### src/design/iob_apb_pkg.sv
`default_nettype none

package iob_apb_pkg;

   // Bus widths shared by the bridge, the slave and the testbench
   localparam int ADDR_W = 32;          // Byte address
   localparam int DATA_W = 32;
   localparam int STRB_W = DATA_W / 8;  // One strobe per byte lane

   // IOb request from the master
   typedef struct packed {
      logic              avalid;
      logic [ADDR_W-1:0] addr;
      logic [DATA_W-1:0] wdata;
      logic [STRB_W-1:0] wstrb;  // Zero means read
   } iob_req_t;

   // IOb response back to the master
   typedef struct packed {
      logic [DATA_W-1:0] rdata;
      logic              rvalid;  // One-cycle pulse
      logic              ready;
   } iob_resp_t;

   // APB master outputs
   typedef struct packed {
      logic              sel;
      logic              enable;
      logic [ADDR_W-1:0] addr;
      logic              write;
      logic [STRB_W-1:0] wstrb;
      logic [DATA_W-1:0] wdata;
   } apb_req_t;

   // APB slave response
   typedef struct packed {
      logic [DATA_W-1:0] rdata;
      logic              ready;
   } apb_resp_t;

endpackage

`default_nettype wire

### src/design/apb_wait_timer.sv
`timescale 1ns/1ns
`default_nettype none

module apb_wait_timer #(
   parameter int WAIT_STATES = 2  // 0 to 15
) (
   input  logic clk_i,
   input  logic rst_n_i,
   input  logic access_i,  // APB access phase in progress
   output logic done_o     // Access may complete in this cycle
);

   // At least one bit so that zero wait states still builds
   localparam int CNT_W = (WAIT_STATES > 0) ? $clog2(WAIT_STATES + 1) : 1;

   logic [CNT_W-1:0] cnt_q;

   // Count 0 is the first access cycle
   assign done_o = access_i && (cnt_q == CNT_W'(WAIT_STATES));

   always_ff @(posedge clk_i) begin
      if (!rst_n_i) begin
         cnt_q <= '0;
      end else if (!access_i || done_o) begin
         cnt_q <= '0;
      end else begin
         cnt_q <= cnt_q + 1'b1;
      end
   end

   // Completion comes exactly WAIT_STATES cycles into the access phase
   a_done_after_waits: assert property (@(posedge clk_i) disable iff (!rst_n_i)
      $rose(access_i) |-> ##WAIT_STATES done_o)
      else $error("Wait timer done not WAIT_STATES cycles into the access phase");

endmodule

`default_nettype wire

### src/design/apb_regfile.sv
`timescale 1ns/1ns
`default_nettype none

module apb_regfile #(
   parameter int WAIT_STATES = 2,
   parameter int N_REGS      = 16  // Power of two, up to 256
) (
   input  logic                   clk_i,
   input  logic                   rst_n_i,
   input  iob_apb_pkg::apb_req_t  apb_req_i,
   output iob_apb_pkg::apb_resp_t apb_resp_o
);

   localparam int OFS_W   = $clog2(iob_apb_pkg::STRB_W);      // Byte offset bits
   localparam int WADDR_W = iob_apb_pkg::ADDR_W - OFS_W;
   localparam int IDX_W   = (N_REGS > 1) ? $clog2(N_REGS) : 1;

   logic [iob_apb_pkg::DATA_W-1:0] regs_q [N_REGS];

   logic               access;
   logic               done;
   logic [WADDR_W-1:0] word_addr;
   logic               in_range;
   logic [IDX_W-1:0]   idx;

   assign access    = apb_req_i.sel & apb_req_i.enable;
   assign word_addr = apb_req_i.addr[iob_apb_pkg::ADDR_W-1:OFS_W];
   assign in_range  = word_addr < WADDR_W'(N_REGS);
   assign idx       = word_addr[IDX_W-1:0];

   // Stretches the access phase by WAIT_STATES cycles
   apb_wait_timer #(
      .WAIT_STATES(WAIT_STATES)
   ) i_timer (
      .clk_i   (clk_i),
      .rst_n_i (rst_n_i),
      .access_i(access),
      .done_o  (done)
   );

   always_ff @(posedge clk_i) begin
      if (!rst_n_i) begin
         for (int i = 0; i < N_REGS; i++) begin
            regs_q[i] <= '0;
         end
      end else if (done && apb_req_i.write && in_range) begin
         for (int b = 0; b < iob_apb_pkg::STRB_W; b++) begin
            if (apb_req_i.wstrb[b]) begin
               regs_q[idx][8*b +: 8] <= apb_req_i.wdata[8*b +: 8];
            end
         end
      end
   end

   // Words past the bank read as zero
   assign apb_resp_o.rdata = in_range ? regs_q[idx] : '0;
   assign apb_resp_o.ready = done;

endmodule

`default_nettype wire

### src/design/iob2apb.sv
`timescale 1ns/1ns
`default_nettype none

module iob2apb (
   input  logic                   clk_i,
   input  logic                   rst_n_i,
   input  iob_apb_pkg::iob_req_t  iob_req_i,
   output iob_apb_pkg::iob_resp_t iob_resp_o,
   output iob_apb_pkg::apb_req_t  apb_req_o,
   input  iob_apb_pkg::apb_resp_t apb_resp_i
);

   localparam logic PH_IDLE = 1'b0;
   localparam logic PH_XFER = 1'b1;

   logic phase_q;
   logic start;   // Request accepted this cycle
   logic finish;  // Slave completes the access phase

   // Control state
   logic sel_q;
   logic enable_q;
   logic ready_q;
   logic rvalid_q;

   // Registered payload
   logic [iob_apb_pkg::ADDR_W-1:0] addr_q;
   logic                           write_q;
   logic [iob_apb_pkg::STRB_W-1:0] wstrb_q;
   logic [iob_apb_pkg::DATA_W-1:0] wdata_q;
   logic [iob_apb_pkg::DATA_W-1:0] rdata_q;

   assign start  = (phase_q == PH_IDLE) && iob_req_i.avalid && ready_q;
   assign finish = (phase_q == PH_XFER) && enable_q && apb_resp_i.ready;

   always_ff @(posedge clk_i) begin
      if (!rst_n_i) begin
         phase_q  <= PH_IDLE;
         sel_q    <= 1'b0;
         enable_q <= 1'b0;
         ready_q  <= 1'b1;  // Able to take a request right after reset
         rvalid_q <= 1'b0;
      end else begin
         rvalid_q <= 1'b0;
         case (phase_q)
            PH_IDLE: begin
               if (start) begin
                  phase_q <= PH_XFER;
                  ready_q <= 1'b0;  // Busy until the response
               end
            end
            default: begin
               if (!sel_q) begin
                  sel_q <= 1'b1;  // Setup phase
               end else if (!enable_q) begin
                  enable_q <= 1'b1;  // Access phase
               end else if (apb_resp_i.ready) begin
                  sel_q    <= 1'b0;
                  enable_q <= 1'b0;
                  rvalid_q <= 1'b1;
                  ready_q  <= 1'b1;
                  phase_q  <= PH_IDLE;
               end
            end
         endcase
      end
   end

   always_ff @(posedge clk_i) begin
      if (start) begin
         addr_q  <= iob_req_i.addr;
         write_q <= |iob_req_i.wstrb;
         wstrb_q <= iob_req_i.wstrb;
         wdata_q <= iob_req_i.wdata;
      end
      if (finish) begin
         rdata_q <= apb_resp_i.rdata;  // Captured on writes as well
      end
   end

   assign apb_req_o = '{
      sel:    sel_q,
      enable: enable_q,
      addr:   addr_q,
      write:  write_q,
      wstrb:  wstrb_q,
      wdata:  wdata_q
   };

   assign iob_resp_o = '{
      rdata:  rdata_q,
      rvalid: rvalid_q,
      ready:  ready_q
   };

   a_enable_needs_sel: assert property (@(posedge clk_i) disable iff (!rst_n_i)
      apb_req_o.enable |-> apb_req_o.sel)
      else $error("APB enable high without sel");

   // The request must not move while the slave is still inserting wait states
   a_req_stable: assert property (@(posedge clk_i) disable iff (!rst_n_i)
      (apb_req_o.sel && !apb_resp_i.ready) |=>
         ($stable(apb_req_o.addr) && $stable(apb_req_o.wdata) &&
          $stable(apb_req_o.wstrb) && $stable(apb_req_o.write)))
      else $error("APB request changed during a transfer");

   a_rvalid_with_ready: assert property (@(posedge clk_i) disable iff (!rst_n_i)
      iob_resp_o.rvalid |-> iob_resp_o.ready)
      else $error("IOb rvalid while ready is low");

endmodule

`default_nettype wire

### src/design/iob_apb_subsys.sv
`timescale 1ns/1ns
`default_nettype none

module iob_apb_subsys #(
   parameter int WAIT_STATES = 2,  // Slave wait states per access
   parameter int N_REGS      = 16  // Register bank depth in words
) (
   input  logic                   clk_i,
   input  logic                   rst_n_i,
   input  iob_apb_pkg::iob_req_t  iob_req_i,
   output iob_apb_pkg::iob_resp_t iob_resp_o
);

   iob_apb_pkg::apb_req_t  apb_req;
   iob_apb_pkg::apb_resp_t apb_resp;

   // IOb to APB bridge
   iob2apb i_bridge (
      .clk_i     (clk_i),
      .rst_n_i   (rst_n_i),
      .iob_req_i (iob_req_i),
      .iob_resp_o(iob_resp_o),
      .apb_req_o (apb_req),
      .apb_resp_i(apb_resp)
   );

   // APB register bank with its wait-state timer
   apb_regfile #(
      .WAIT_STATES(WAIT_STATES),
      .N_REGS     (N_REGS)
   ) i_regfile (
      .clk_i     (clk_i),
      .rst_n_i   (rst_n_i),
      .apb_req_i (apb_req),
      .apb_resp_o(apb_resp)
   );

endmodule

`default_nettype wire

### config.mk
export PLATFORM = sky130hd
export DESIGN_NAME = iob_apb_subsys
export DESIGN_NICKNAME = d
export VERILOG_FILES = /design/src/design/iob_apb_pkg.sv /design/src/design/apb_wait_timer.sv /design/src/design/apb_regfile.sv /design/src/design/iob2apb.sv /design/src/design/iob_apb_subsys.sv
export SDC_FILE = /design/constraint.sdc
export NUM_CORES = 1
export LEC_CHECK = 0
export BUFFER_PORTS_ARGS = -buffer_cell sky130_fd_sc_hd__buf_4
export CAP_MARGIN = 20
export CORE_UTILIZATION = 45
export DETAILED_ROUTE_END_ITERATION = 7
export GPL_TIMING_DRIVEN = 0
export PLACE_DENSITY = 0.67
export REMOVE_ABC_BUFFERS = 1
export SYNTH_ARGS = -nofsm -noshare
export SYNTH_HDL_FRONTEND = slang
export SYNTH_SLANG_ARGS = --single-unit
### constraint.sdc
create_clock -name clk_i -period 4.6 [get_ports clk_i]
set_clock_uncertainty 0.1 [all_clocks]
set_input_delay 0 -clock clk_i [delete_from_list [all_inputs] [get_ports clk_i]]
set_output_delay 0 -clock clk_i [all_outputs]
set_load 0.1 [all_outputs]
==> impl_results.md <==
- Starting DRT DRC Count: 1770
- CP Cell Sequence: buf_8 > buf_16 > buf_8 > buf_16 > and2b_1 > nand2_1 > nand4b_4 > o21ai_1
- Fmax: 232 MHz
- Final period util: 93.7%
- Total grt overflow: 0
- Crit end category: flop
- Routed WL: 65.5 mm
- Min cycle time layout: 4.31 ns
- Synth Warn #: 0
- Clock share of power: 39.7%
- Max_cap viols: 0
- Filler Cells Inserted: 4388
- Cells after synthesis: 1723
- Flop pwr share: 53.6%
- Clock Sink Count: 618
- Via count: 15700
- Post-layout instance area: 31400 um^2
- DR WL/cell: 23.7 um
- LEAKAGE: 10.3 nW
- Post-synth EDFFs: 611
- Synth area leaders: edfxtp_1, mux4_2, nor2_1
- Cell type with the largest total area after synthesis: edfxtp_1
- Net Sw Frac: 21.0%
- Initial Util: 45.8%
- Logic pwr share: 6.7%
- Ys flop type: edfxtp_1
- GP Congestion: 0.781
- Most common cell in the synthesized netlist: edfxtp_1
- Run status: finished clean
- Clk Latency, worst-skew pair: 0.63 ns
- Post-CTS sizing: 0
- Hold depth: 2
- RSZ-0062 raised after global routing: false
- Crit path DAT: 4.45 ns
- Die Y: 242 um
- CTS Buf Count: 61
- Netlist cell types: 32
- First-pass GRT wire length: 96.9 mm
- PortBufs: 102
- Layout Nets: 2033
- Die ar.: 58600 um^2
- Int Pwr: 0.00950 W
- Share of cells above drive strength 1: 21.5%
- Max stage delay cell, worst path: o21ai_1
- Maximum root-to-sink buffer count: 3
- Root Buffer: clkbuf_16
- Initial antenna violation count: 0
- Number of setup buffers added after CTS: 0
- Yosys reg bits: 618
- # diodes: 0
- Area grow syn2layout: 21.2%
- TNS Setup: 0 ns
- Sw Pwr: 0.00253 W
- GRT Util Overall: 22.3%
- Worst Hold Class: in2reg
- Slew margin rel.: 28.6%
- Worst slew pin tran: 1.06 ns
- Crit-path max cell delay: 1.13 ns
- Row count: 87
- Count of final setup violators: 0
- HPWL Detailed: 41.1 mm
- Chip Width: 242 um
- Hold Vio Cnt, Final: 0
- DR DRC count: 0
- Critical path startpoint category: flop
- Drt via density: 5.67
- Clk slew on worst S/H paths: 0.06 ns
- Worst-path fanout max: 36
- Drt pass-1 iters: 6
- Mapped Avg Cell Area: 15.0 um^2
- Vias in the first global route: 16300
- Share of the synthesized area in the top cell type: 70.8%
- Worst Reg-to-Reg Cells: 8
- Critical path type: reg2reg
- Core area: 56600 um^2
- Largest net degree at the start of global routing: 72
- Antenna Nets Post-Route: 0
- Sequential fraction of the synthesis area: 71.3%
- Mapped cell area: 25900 um^2
- Cell Area, Placed: 28200 um^2
- Worst Path Required: 4.74 ns
- Async set-or-reset flop fraction in the synthesized netlist: 0%
- Commonest cells post-synth: edfxtp_1, nor2_1, mux4_2, clkbuf_1, buf_2
- Max-slew violations: 0
- I/O pin count: 105
- Max VDD drop: 0.291 mV
- H-tree levels: 2
- PwrDens: 383 nW/um^2
- CTS tree: done
- Post-CTS Hold Buffers: 134
- Final Hold Slack: 0.0311 ns
area by class of cell:
| class | count | area (um^2) | share of cell area (%) |
|---|---|---|---|
| Timing Repair Buffer | 334 | 3400 | 10.8 |
| Clock inverter | 19 | 165 | 0.526 |
| Multi-Input combinational cell | 941 | 6670 | 21.2 |
| Tap cell | 756 | 946 | 3.01 |
| Inverter | 5 | 18.8 | 0.0597 |
| Clock buffer | 95 | 1730 | 5.50 |
| Sequential cell | 618 | 18500 | 58.9 |
per-layer routing:
metal / vias up / wire length, um / global-route usage [%]
li1: 6900 / - / -
met1: 7900 / 23700 / 27.6
met4: 0 / 2300 / 8.38
met2: 760 / 33900 / 39.4
met5: - / 0 / 0
met3: 132 / 5620 / 3.69
kinds of logic after synthesis:
group           count (synthesis)  synth area share (%)
buf+inv                       164                  3.04
fa+ha+maj                       1                0.0483
compound gates                163                  3.77
flops                         618                  71.3
mux                           128                  11.1
simple gates                  649                  10.7
power by group through the flow:
stage	clock (W)	combinational (W)	sequential, W
2_1_floorplan	0	0.000380	0.00659
3_3_place_gp	0	0.000589	0.00663
3_5_place_dp	0	0.000709	0.00656
4_1_cts	0.00482	0.000798	0.00645
5_1_grt	0.00504	0.000848	0.00646
6_report	0.00478	0.000807	0.00645
path summary, 6_finish.rpt:
kind	startpoint	end	slack (ns)
worst max-delay path	i_bridge.addr_q[5]	i_regfile.regs_q[4][9]	0.29
worst max register to register	i_bridge.addr_q[5]	i_regfile.regs_q[4][9]	0.29
worst min register to register	i_regfile.i_timer.cnt_q[0]	i_regfile.i_timer.cnt_q[0]	0.32
worst min-delay path	iob_req_i[13]	i_bridge.wdata_q[9]	0.03
sequential cells by signal, indices dropped and copies added, names as in the netlist:
signal                   count
i_regfile.i_timer.cnt_q      2
i_regfile.regs_q           512
i_bridge.addr_q             30
i_bridge.ready_q             1
i_bridge.wdata_q            32
i_bridge.sel_q               1
i_bridge.rdata_q            32
i_bridge.wstrb_q             4
i_bridge.rvalid_q            1
i_bridge.phase_q             1
i_bridge.enable_q            1
i_bridge.write_q             1
placed cells by master, fill, tap and decap left out, types with 7 or more instances in the layout:
cell type      instances
a22oi_1               64
dfxtp_1                7
o21ai_1               18
edfxtp_1             611
clkbuf_1              29
dlygate4sd3_1        134
buf_2                 18
a21oi_1               34
buf_16                19
clkinv_1               9
nand4_4                8
mux4_2               128
nand3_1               32
nor2_1               509
buf_8                 18
buf_4                136
nand4_1               11
nand2_1               49
clkbuf_16             63
o21ai_0               47
nor2_2                10
per-stage QoR:
step                      instances  setup WS (ns)  total power, W  utilization (%)
after global placement         2422          -6.50         0.00722             47.5
after global routing           2768          0.124          0.0123             55.5
after floorplan                1564          -3.11         0.00697                -
after CTS                      2767          0.230          0.0121             55.5
after detailed placement       2519          0.254         0.00727             49.8
final                          2768          0.290          0.0120             55.5
worst max-delay path: cells and delay by family, from the launching register on:
kind | cells | cell delay [ns]
AOI/OAI and AO/OA | 1 | 1.13
buffers and inverters | 4 | 0.80
DFF | 1 | 0.72
and+or+nand+nor | 3 | 1.15
Note: power is estimated with default switching activity, not from simulation.
